<file path="src/common/serv_pkg.sv">
`default_nettype none

package serv_pkg;

   localparam int XLEN = 32;

   typedef logic [4:0] reg_addr_t;

   // Serial bit position during execute
   typedef logic [4:0] cnt_t;

   typedef enum logic [2:0] {
      OPC_LUI   = 3'd0,
      OPC_IMM   = 3'd1,
      OPC_REG   = 3'd2,
      OPC_STORE = 3'd3,
      OPC_OTHER = 3'd4
   } opcode_e;

   typedef enum logic [2:0] {
      ALU_ADD = 3'd0,
      ALU_SUB = 3'd1,
      ALU_AND = 3'd2,
      ALU_OR  = 3'd3,
      ALU_XOR = 3'd4
   } alu_op_e;

   typedef struct packed {
      opcode_e   opcode;
      alu_op_e   alu_op;
      reg_addr_t rd;
      reg_addr_t rs1;
      reg_addr_t rs2;
      logic      rd_en;
      logic      op_b_imm;
      // LUI adds the immediate to zero
      logic      rs1_zero;
      logic      store;
   } decode_t;

endpackage

`default_nettype wire

</file>
<file path="src/hdl/serv_state.sv">
`timescale 1ns/1ps
`default_nettype none

module serv_state import serv_pkg::*; #(
   parameter logic [XLEN-1:0] RESET_PC = '0
) (
   input  wire             clk,
   input  wire             i_reset,
   input  decode_t         i_dec,
   input  wire             i_ibus_ack,
   input  wire             i_dbus_ack,
   output logic [XLEN-1:0] o_ibus_adr,
   output logic            o_ibus_cyc,
   output logic            o_dbus_cyc,
   output cnt_t            o_cnt,
   output logic            o_cnt_en,
   output logic            o_cnt_done
);

   typedef enum logic [1:0] {
      ST_IDLE,
      ST_FETCH,
      ST_EXEC,
      ST_STORE
   } state_e;

   state_e          state;
   cnt_t            cnt;
   logic [XLEN-1:0] pc;

   assign o_cnt_en   = (state == ST_EXEC);
   assign o_cnt_done = (state == ST_EXEC) && (&cnt);
   assign o_cnt      = cnt;

   // Bus levels straight from the state
   assign o_ibus_cyc = (state == ST_FETCH);
   assign o_dbus_cyc = (state == ST_STORE);
   assign o_ibus_adr = pc;

   always_ff @(posedge clk) begin
      if (i_reset) begin
         state <= ST_IDLE;
         cnt   <= '0;
         pc    <= RESET_PC;
      end else begin
         case (state)
            ST_IDLE: begin
               state <= ST_FETCH;
            end
            ST_FETCH: begin
               if (i_ibus_ack) begin
                  state <= ST_EXEC;
                  cnt   <= '0;
               end
            end
            ST_EXEC: begin
               cnt <= cnt + 5'd1;
               if (o_cnt_done) begin
                  if (i_dec.store) begin
                     state <= ST_STORE;
                  end else begin
                     state <= ST_FETCH;
                     pc    <= pc + 32'd4;
                  end
               end
            end
            default: begin
               // Wait for the store to be taken
               if (i_dbus_ack) begin
                  state <= ST_FETCH;
                  pc    <= pc + 32'd4;
               end
            end
         endcase
      end
   end

endmodule

`default_nettype wire

</file>
<file path="src/hdl/serv_decode.sv">
`timescale 1ns/1ps
`default_nettype none

module serv_decode import serv_pkg::*; (
   input  wire             clk,
   input  wire             i_reset,
   input  wire [XLEN-1:0]  i_ibus_rdt,
   input  wire             i_ibus_ack,
   output decode_t         o_dec,
   output logic [XLEN-1:0] o_instr
);

   localparam decode_t DEC_NOP = '{
      opcode: OPC_OTHER, alu_op: ALU_ADD, rd: 5'd0, rs1: 5'd0, rs2: 5'd0,
      rd_en: 1'b0, op_b_imm: 1'b0, rs1_zero: 1'b0, store: 1'b0
   };

   wire [2:0] funct3 = i_ibus_rdt[14:12];
   wire [6:0] funct7 = i_ibus_rdt[31:25];

   decode_t dec_next;
   alu_op_e bool_op;
   logic    f3_ok;

   // ADD, XOR, OR and AND share funct3 between OP and OP-IMM
   always_comb begin
      f3_ok = 1'b1;
      case (funct3)
         3'b000:  bool_op = ALU_ADD;
         3'b100:  bool_op = ALU_XOR;
         3'b110:  bool_op = ALU_OR;
         3'b111:  bool_op = ALU_AND;
         default: begin
            bool_op = ALU_ADD;
            f3_ok   = 1'b0;
         end
      endcase
   end

   always_comb begin
      dec_next     = DEC_NOP;
      dec_next.rd  = i_ibus_rdt[11:7];
      dec_next.rs1 = i_ibus_rdt[19:15];
      dec_next.rs2 = i_ibus_rdt[24:20];
      case (i_ibus_rdt[6:0])
         7'b0110111: begin
            dec_next.opcode   = OPC_LUI;
            dec_next.rs1_zero = 1'b1;
            dec_next.op_b_imm = 1'b1;
         end
         7'b0010011: begin
            if (f3_ok) begin
               dec_next.opcode   = OPC_IMM;
               dec_next.alu_op   = bool_op;
               dec_next.op_b_imm = 1'b1;
            end
         end
         7'b0110011: begin
            if (f3_ok && funct7 == 7'b0000000) begin
               dec_next.opcode = OPC_REG;
               dec_next.alu_op = bool_op;
            end else if (funct3 == 3'b000 && funct7 == 7'b0100000) begin
               dec_next.opcode = OPC_REG;
               dec_next.alu_op = ALU_SUB;
            end
         end
         7'b0100011: begin
            // SW only
            if (funct3 == 3'b010) begin
               dec_next.opcode   = OPC_STORE;
               dec_next.op_b_imm = 1'b1;
               dec_next.store    = 1'b1;
            end
         end
         default: begin
         end
      endcase
      dec_next.rd_en = (dec_next.opcode inside {OPC_LUI, OPC_IMM, OPC_REG}) &&
                       (dec_next.rd != 5'd0);
   end

   always_ff @(posedge clk) begin
      if (i_reset) begin
         o_dec <= DEC_NOP;
      end else if (i_ibus_ack) begin
         o_dec <= dec_next;
      end
   end

   always_ff @(posedge clk) begin
      if (i_ibus_ack) begin
         o_instr <= i_ibus_rdt;
      end
   end

endmodule

`default_nettype wire

</file>
<file path="src/hdl/serv_immdec.sv">
`timescale 1ns/1ps
`default_nettype none

module serv_immdec import serv_pkg::*; (
   input  wire            clk,
   input  wire            i_ibus_ack,
   input  wire [XLEN-1:0] i_instr,
   input  decode_t        i_dec,
   input  wire            i_cnt_en,
   output logic           o_imm_bit
);

   logic [XLEN-1:0] imm_full;
   logic [XLEN-1:0] imm_q;
   logic            fresh;

   always_comb begin
      case (i_dec.opcode)
         OPC_LUI:   imm_full = {i_instr[31:12], 12'd0};
         OPC_STORE: imm_full = {{20{i_instr[31]}}, i_instr[31:25], i_instr[11:7]};
         default:   imm_full = {{20{i_instr[31]}}, i_instr[31:20]};
      endcase
   end

   // Word and decode settle one cycle after the ack, so bit 0 comes straight from them
   assign o_imm_bit = fresh ? imm_full[0] : imm_q[0];

   always_ff @(posedge clk) begin
      if (i_ibus_ack) begin
         fresh <= 1'b1;
      end else if (i_cnt_en) begin
         fresh <= 1'b0;
      end
      if (i_cnt_en) begin
         imm_q <= fresh ? {1'b0, imm_full[XLEN-1:1]} : {1'b0, imm_q[XLEN-1:1]};
      end
   end

endmodule

`default_nettype wire

</file>
<file path="src/hdl/serv_rf.sv">
`timescale 1ns/1ps
`default_nettype none

module serv_rf import serv_pkg::*; (
   input  wire     clk,
   input  decode_t i_dec,
   input  cnt_t    i_cnt,
   input  wire     i_cnt_en,
   input  wire     i_rd_bit,
   output logic    o_rs1_bit,
   output logic    o_rs2_bit
);

   logic [XLEN-1:0] regs [32];

   // x0 is never written, so force its reads
   assign o_rs1_bit = (i_dec.rs1 == 5'd0) ? 1'b0 : regs[i_dec.rs1][i_cnt];
   assign o_rs2_bit = (i_dec.rs2 == 5'd0) ? 1'b0 : regs[i_dec.rs2][i_cnt];

   // Bit cnt is read before it is overwritten, so rd == rs1 sees the old value
   always_ff @(posedge clk) begin
      if (i_cnt_en && i_dec.rd_en) begin
         regs[i_dec.rd][i_cnt] <= i_rd_bit;
      end
   end

endmodule

`default_nettype wire

</file>
<file path="src/hdl/serv_alu.sv">
`timescale 1ns/1ps
`default_nettype none

module serv_alu import serv_pkg::*; (
   input  wire     clk,
   input  decode_t i_dec,
   input  wire     i_cnt_en,
   input  cnt_t    i_cnt,
   input  wire     i_rs1_bit,
   input  wire     i_rs2_bit,
   input  wire     i_imm_bit,
   output logic    o_rd_bit
);

   wire op_a  = i_dec.rs1_zero ? 1'b0 : i_rs1_bit;
   wire op_b  = i_dec.op_b_imm ? i_imm_bit : i_rs2_bit;
   wire sub   = (i_dec.alu_op == ALU_SUB);
   wire b_add = op_b ^ sub;

   logic carry_q;
   logic carry_in;
   logic sum;
   logic carry_out;

   // Carry preset at bit 0, a one for subtract gives a + ~b + 1
   assign carry_in  = (i_cnt == 5'd0) ? sub : carry_q;
   assign sum       = op_a ^ b_add ^ carry_in;
   assign carry_out = (op_a & b_add) | (op_a & carry_in) | (b_add & carry_in);

   always_ff @(posedge clk) begin
      if (i_cnt_en) begin
         carry_q <= carry_out;
      end
   end

   always_comb begin
      case (i_dec.alu_op)
         ALU_AND: o_rd_bit = op_a & op_b;
         ALU_OR:  o_rd_bit = op_a | op_b;
         ALU_XOR: o_rd_bit = op_a ^ op_b;
         default: o_rd_bit = sum;
      endcase
   end

endmodule

`default_nettype wire

</file>
<file path="src/hdl/serv_bufreg.sv">
`timescale 1ns/1ps
`default_nettype none

module serv_bufreg import serv_pkg::*; (
   input  wire             clk,
   input  decode_t         i_dec,
   input  wire             i_cnt_en,
   input  wire             i_adr_bit,
   input  wire             i_rs2_bit,
   output logic [XLEN-1:0] o_dbus_adr,
   output logic [XLEN-1:0] o_dbus_dat
);

   logic shift_en;

   assign shift_en = i_cnt_en && i_dec.store;

   // LSB first in, so after bit 31 both words are in place
   always_ff @(posedge clk) begin
      if (shift_en) begin
         o_dbus_adr <= {i_adr_bit, o_dbus_adr[XLEN-1:1]};
         o_dbus_dat <= {i_rs2_bit, o_dbus_dat[XLEN-1:1]};
      end
   end

endmodule

`default_nettype wire

</file>
<file path="src/hdl/serv_top.sv">
`timescale 1ns/1ps
`default_nettype none

module serv_top import serv_pkg::*; #(
   parameter logic [XLEN-1:0] RESET_PC = '0
) (
   input  wire             clk,
   input  wire             i_reset,
   output wire [XLEN-1:0]  o_ibus_adr,
   output wire             o_ibus_cyc,
   input  wire [XLEN-1:0]  i_ibus_rdt,
   input  wire             i_ibus_ack,
   output wire [XLEN-1:0]  o_dbus_adr,
   output wire [XLEN-1:0]  o_dbus_dat,
   output wire             o_dbus_cyc,
   input  wire             i_dbus_ack
);

   decode_t         dec;
   wire [XLEN-1:0]  instr;
   cnt_t            cnt;
   wire             cnt_en;
   wire             rs1_bit;
   wire             rs2_bit;
   wire             imm_bit;
   wire             rd_bit;

   serv_state #(
      .RESET_PC (RESET_PC)
   ) state_i (
      .clk        (clk),
      .i_reset    (i_reset),
      .i_dec      (dec),
      .i_ibus_ack (i_ibus_ack),
      .i_dbus_ack (i_dbus_ack),
      .o_ibus_adr (o_ibus_adr),
      .o_ibus_cyc (o_ibus_cyc),
      .o_dbus_cyc (o_dbus_cyc),
      .o_cnt      (cnt),
      .o_cnt_en   (cnt_en),
      .o_cnt_done ()
   );

   serv_decode decode_i (
      .clk        (clk),
      .i_reset    (i_reset),
      .i_ibus_rdt (i_ibus_rdt),
      .i_ibus_ack (i_ibus_ack),
      .o_dec      (dec),
      .o_instr    (instr)
   );

   serv_immdec immdec_i (
      .clk        (clk),
      .i_ibus_ack (i_ibus_ack),
      .i_instr    (instr),
      .i_dec      (dec),
      .i_cnt_en   (cnt_en),
      .o_imm_bit  (imm_bit)
   );

   serv_rf rf_i (
      .clk       (clk),
      .i_dec     (dec),
      .i_cnt     (cnt),
      .i_cnt_en  (cnt_en),
      .i_rd_bit  (rd_bit),
      .o_rs1_bit (rs1_bit),
      .o_rs2_bit (rs2_bit)
   );

   serv_alu alu_i (
      .clk       (clk),
      .i_dec     (dec),
      .i_cnt_en  (cnt_en),
      .i_cnt     (cnt),
      .i_rs1_bit (rs1_bit),
      .i_rs2_bit (rs2_bit),
      .i_imm_bit (imm_bit),
      .o_rd_bit  (rd_bit)
   );

   // ALU result doubles as the store address for SW
   serv_bufreg bufreg_i (
      .clk        (clk),
      .i_dec      (dec),
      .i_cnt_en   (cnt_en),
      .i_adr_bit  (rd_bit),
      .i_rs2_bit  (rs2_bit),
      .o_dbus_adr (o_dbus_adr),
      .o_dbus_dat (o_dbus_dat)
   );

endmodule

`default_nettype wire

</file>
<file path="config.mk">
export PLATFORM = sky130hd
export DESIGN_NAME = serv_top
export DESIGN_NICKNAME = d
export VERILOG_FILES = /design/src/common/serv_pkg.sv /design/src/hdl/serv_state.sv /design/src/hdl/serv_decode.sv /design/src/hdl/serv_immdec.sv /design/src/hdl/serv_rf.sv /design/src/hdl/serv_alu.sv /design/src/hdl/serv_bufreg.sv /design/src/hdl/serv_top.sv
export SDC_FILE = /design/constraint.sdc
export NUM_CORES = 2
export LEC_CHECK = 0
export BUFFER_PORTS_ARGS = -buffer_cell sky130_fd_sc_hd__buf_4
export CELL_PAD_IN_SITES_DETAIL_PLACEMENT = 0
export CELL_PAD_IN_SITES_GLOBAL_PLACEMENT = 1
export CORE_AREA = 2 2 368 370
export CTS_CLUSTER_SIZE = 24
export DETAILED_ROUTE_END_ITERATION = 8
export DIE_AREA = 0 0 370 372
export GPL_TIMING_DRIVEN = 0
export PLACE_DENSITY = 0.73
export SKIP_CTS_REPAIR_TIMING = 1
export SKIP_LAST_GASP = 1
export SLEW_MARGIN = 20
export SYNTH_ARGS = -nofsm -noshare
export SYNTH_HDL_FRONTEND = slang
export SYNTH_SLANG_ARGS = --single-unit
</file>
<file path="constraint.sdc">
create_clock -name clk -period 65.4 [get_ports clk]
set_input_delay 13.08 -clock clk [delete_from_list [all_inputs] [get_ports clk]]
set_output_delay 13.08 -clock clk [all_outputs]
set_load 0.02 [all_outputs]
</file>
After elaboration in Yosys (flattened, before gate mapping)
Memory sizes are Yosys's and may differ from the RTL's. A register that Yosys moved wholly into a read port is not among the register bits.
Cells that the tools add are included.

word-level totals
  bits in registers = 194
  memory bits (writable) = 1,024
  output and inout port bits = 98
  logic and storage cells = 128
  memories kept = 1

memories
  memory     words  bits a word  read ports  clocked after memory_dff  wr ports  RTL line       RTL
  rf_i.regs  32     32           2           2                         1         serv_rf.sv:14  logic [XLEN-1:0] regs [32];

cells by class
  add/subtract/negate cells = 2
  order comparisons = 2
  equal/unequal tests = 22
  muxes and demuxes = 45
  bitwise operators = 12
  reduce and logical (&&, ||, !) cells = 26

operators by type and width
  kind                                                        count
  two-way mux 32 bit                                          4
  case mux 32 bit (2 select lines)                            1
  case mux 31 bit (2 select lines)                            1
  adder 32 x 3 -> 32 bit, second input constant               1
  two-way mux 31 bit                                          1
  == test 7 x 6 -> 1 bit, second input constant               4
  two-way mux 5 bit                                           5
  two-way mux 6 bit                                           3
  == test 3 x 2 -> 1 bit, second input constant               5
  logical NOT 5 bit                                           3
  two-way mux 1 bit                                           15
  == test 3 bit, second input constant                        4
  case mux 3 bit (4 select lines)                             1
  binary-select mux 1 bit (select 5 bit)                      2
  case mux 5 bit (2 select lines)                             1
  logical NOT 3 bit                                           3
  case mux 3 bit (3 select lines)                             1
  two-way mux 2 bit                                           4
  == test 7 x 5 -> 1 bit, second input constant               1
  logical AND 1 bit                                           7
  logical NOT 7 bit                                           1
  == test 3 x 1 -> 1 bit, second input constant               2
  less-than comparator 5 x 6 -> 1 bit, second input constant  1
  case mux 1 bit (3 select lines)                             2
  other kinds (25)                                            36

Longest topological paths before layout
  depth in word-level cells = 9
  mapped depth = 20
  gate-level depth less buffers = 14

Cells and area by module
A second synthesis with hierarchy kept.

unflattened totals
  cell total of the unflattened synthesis = 4,542
  area total of the unflattened synthesis = 60,748.3 um^2

modules (own cells, without submodules)
  module       instances  cells each  area an instance (um^2)  sequential area each (um^2)
  serv_rf      1          3,929       52,907.0                 30,749.5
  serv_decode  1          152         2,092.0                  1,461.4
  serv_state   1          227         2,015.7                  740.7
  serv_bufreg  1          65          1,928.1                  1,921.8
  serv_immdec  1          148         1,607.8                  950.9
  serv_alu     1          21          197.7                    30.0

Worst setup path before layout
Ideal clock, no wire load.

  path type = flip-flop to flip-flop
  start point = register (tool-made name)
  end point = register bufreg_i.o_dbus_adr[31], data pin
  arrival = 44,139 ps
  path slack = 12,949 ps
  stages on the path, launching flop included = 16
  buffers on the path = 5
  clock period less this slack = 52,451 ps
  cell sequence = dfxtp_1 -> buf_2 -> buf_6 -> buf_2 -> buf_2 -> buf_4 -> mux4_2 -> a2111oi_0 -> o211ai_1 -> nand4_1 -> nand2_1 -> nor3_2 -> a21o_1 -> ha_1 -> nand2_1 -> o31ai_1

RTL lines
  element               RTL line           RTL
  to (signal assigned)  serv_bufreg.sv:21  o_dbus_adr <= {i_adr_bit, o_dbus_adr[XLEN-1:1]};
  to (decl)             serv_bufreg.sv:10  output logic [XLEN-1:0] o_dbus_adr,

Final worst setup path
  start point = register state_i.state[1]
  end point = output port o_ibus_cyc

between the ends
  word-level cells in the longest chain between the ends = 1

RTL lines
  element                 RTL line          RTL
  from (decl)             serv_state.sv:27  state_e state;
  from (signal assigned)  serv_state.sv:42  state <= ST_IDLE;
  from (signal assigned)  serv_state.sv:48  state <= ST_FETCH;
  from (signal assigned)  serv_state.sv:52  state <= ST_EXEC;
  == test 2 x 1 -> 1 bit  serv_state.sv:36  assign o_ibus_cyc = (state == ST_FETCH);
  to (decl)               serv_top.sv:10    output wire o_ibus_cyc,

No other way between the ends.

==> reports/results.txt <==
type of the most critical hold path -> reg2reg
crit path setup slack, layout -> 50.53 ns
area of placed instances -> 0.0642 sq mm
met2 wire length -> 105000 um
global-route wire length before repair -> 330000 um
gate count of the mapped netlist -> 4152
number of H-tree levels -> 4
detailed router's first-iteration violation count -> 8199
ratio of routed vias to standard cells -> 6.82
total chip power -> 1.91 mW
metal1 wirelength -> 82500 um
via count of the first global-routing pass -> 41000
number of unique standard cell types used by synthesis -> 78
maximum number of buffers from clock root to sink -> 3
Worst-path clk slew -> 0.05 ns
power density of the placed cells -> 28.0 mW/mm^2
Initial Util -> 44.6%
GRT Util Overall -> 35.5%
number of buffers added on ports -> 130
upper clock frequency limit -> 67.2 MHz
CTS tree -> done
die width -> 370 um
GRT overflow -> 0
leakage dissipation -> 20.6 nW
sequential fraction of the synthesis area -> 59.8%
Peak supply drop -> 0.0258 mV
later-pin clock latency in the skew report -> 0.81 ns
RSZ-0062 raised after global routing -> false
die outline area -> 0.138 sq mm
period utilisation layout -> 22.7%
initial antenna violation count -> 11
Worst Path Max Fanout -> 7
final critical path time including I/O delays and setup -> 14.87 ns
Post-DP HPWL -> 162000 um
Final Max Tran Viols -> 0
Tightest Pin Transition -> 1.35 ns
path type of the worst setup path -> reg2out
number of flip-flops and latches in the synthesized netlist -> 1218
fraction of layout instances using a drive strength above 1 -> 25.4%
row count -> 135
Async S/R FF share, synth -> 0%
MaxCap Viol Count -> 0
count of unresolved DRC violations after routing -> 0
# IOs -> 134
Die Y-Extent -> 372 um
antenna-violating nets left -> 0
first-pass iteration count of the detailed router -> 9
final setup TNS -> 0 ns
number of nets in the finished design -> 4534
Arr. time, crit path -> 1.79 ns
final design instance area without fill -> 0.0684 sq mm
final-report setup violation count -> 0
via total after detailed routing -> 43500
maximum number of pins on one net before global-route repair -> 41
TritonCTS buffer count -> 134
normalized max-slew margin -> 10.3%
final cell count without fillers -> 6382
Critical Path Source Type -> flip-flop
summed instance area of the synthesized netlist -> 0.0599 sq mm
worst-case hold slack -> 0.446 ns
Crit path required time -> 52.32 ns
WL per Instance -> 38.4 um
core area -> 0.134 sq mm
number of enable flip-flop cells after synthesis -> 1145
number of cells after detailed placement -> 6127
status -> finished, final reports clean
Hold Violations, Final -> 0
uppermost signal routing layer after detailed routing -> met5
CP Capture Type -> output port
met3 wirelength from detailed routing -> 38700 um
routability congestion estimate from global placement -> 1.03
number of warnings issued by yosys -> 0
Worst Setup Slack post-DPL -> 49.73 ns
area grow syn2layout -> 14.2%
average cell area after synthesis -> 14.4 sq um
CTS root buffer -> clkbuf_16
Num Clock Sinks -> 1218
total routed wirelength -> 245000 um
Worst Clk Skew -> 0.0418 ns
final core utilization -> 51.0%
Layout fillers -> 11400
top flip-flop cell by instance count after synthesis -> edfxtp_1
==> state kept, by name, indices dropped and copies added (netlist names), named ones only <==
signal / flops
rf_i.regs: 1024
bufreg_i.o_dbus_adr: 32
bufreg_i.o_dbus_dat: 32
immdec_i.imm_q: 31
state_i.o_ibus_adr: 30
decode_i.o_dec: 25
decode_i.o_instr: 25
state_i.o_cnt: 5
state_i.state: 2
alu_i.carry_q: 1
immdec_i.fresh: 1
==> critical path: stages (launching register included) <==
cell and delay (ns):
dfxtp_1 0.34, inv_1 0.10, ha_1 0.34, buf_4 0.22
==> cell families (layout without fill, tap and decap cells) <==
kind of cell,Yosys count,in the layout,share of synthesized area (%)
adders and majority gates,14,14,0.305
AOI/OAI and AO/OA,288,288,3.30
xor gates and xnor gates,24,24,0.351
buffers and inverters,420,858,3.17
and+or+nand+nor,1491,1491,10.0
other,1,12,0.00626
muxes,696,696,23.0
DFF,1218,1218,59.8
==> cell usage in the layout (no fill, tap or decap), drive strengths merged, types with 7 or more instances in the layout <==
master  instances
edfxtp       1145
nor2         1144
mux4          544
clkbuf        431
buf           346
nand2         169
mux2i         132
a21oi          83
dfxtp          73
a22oi          62
clkinv         46
nand3          31
o21ai          29
nor3           27
inv            26
nor2b          24
nand4          23
mux2           20
xor2           18
and3           16
and2           13
ha             13
o211ai         11
o221ai         11
diode          10
nand2b          8
or3             8
bufinv          8
a211oi          7
nor4            7
==> final cells by class <==
type	instances	area, sq um	area share [%]
Sequential cell	1218	35800	52.4
Multi-Input combinational cell	2515	22300	32.5
Clock buffer	177	3600	5.26
Tap cell	1781	2230	3.26
Buffer	405	1970	2.88
Timing Repair Buffer	195	1860	2.72
Clock inverter	66	581	0.848
Inverter	15	56.3	0.0823
Antenna cell	10	25.0	0.0366
==> cells in the mapped netlist (7+ instances only) <==
library cell     n  area, sq um
dfxtp_1         73         1460
a21oi_1         83          415
ha_1            13          163
buf_6           18          203
nand2_1        169          634
nand4_1         23          144
clkbuf_1       252          946
and2_1          13         81.3
a22oi_1         62          465
buf_2           60          300
inv_1           13         48.8
mux4_2         544        12300
o21ai_0         28          140
nor2_1        1143         4290
buf_1           47          176
mux2i_1        132         1320
and3_1          16          100
nor3_1          26          130
xor2_1          18          158
nand2b_1         8         50.1
buf_4           27          203
o211ai_1        11         82.6
nor2b_1         24          150
edfxtp_1      1145        34400
mux2_2          20          225
a211oi_1         7         52.6
o221ai_1        11         96.3
or3_1            8         50.1
nand3_1         31          155
==> metal layers <==
layer / GRT usage, % / vias up
li1: - / 16600
met5: 0.490 / -
met4: 22.8 / 10
met1: 44.1 / 22300
met2: 51.4 / 3824
met3: 14.4 / 823
==> worst paths after layout <==
check,from,to,slack (ns),cells after the start
worst max register to register,flip-flop,rf_i.regs[6][24],57.01,23
worst min-delay path,bufreg_i.o_dbus_adr[22],bufreg_i.o_dbus_adr[21],0.45,0
worst max-delay path,state_i.state[1],o_ibus_cyc,50.53,3
worst min register to register,bufreg_i.o_dbus_adr[22],bufreg_i.o_dbus_adr[21],0.45,0
==> where the power goes <==
| group | switching, mW | leakage (nW) | internal (mW) | total (mW) |
|---|---|---|---|---|
| clock network | 0.329 | 2.03 | 0.420 | 0.750 |
| registers | 0.00244 | 10.9 | 0.916 | 0.919 |
| logic | 0.167 | 7.62 | 0.0788 | 0.246 |
No activity file was read; power rests on OpenSTA's default activity.
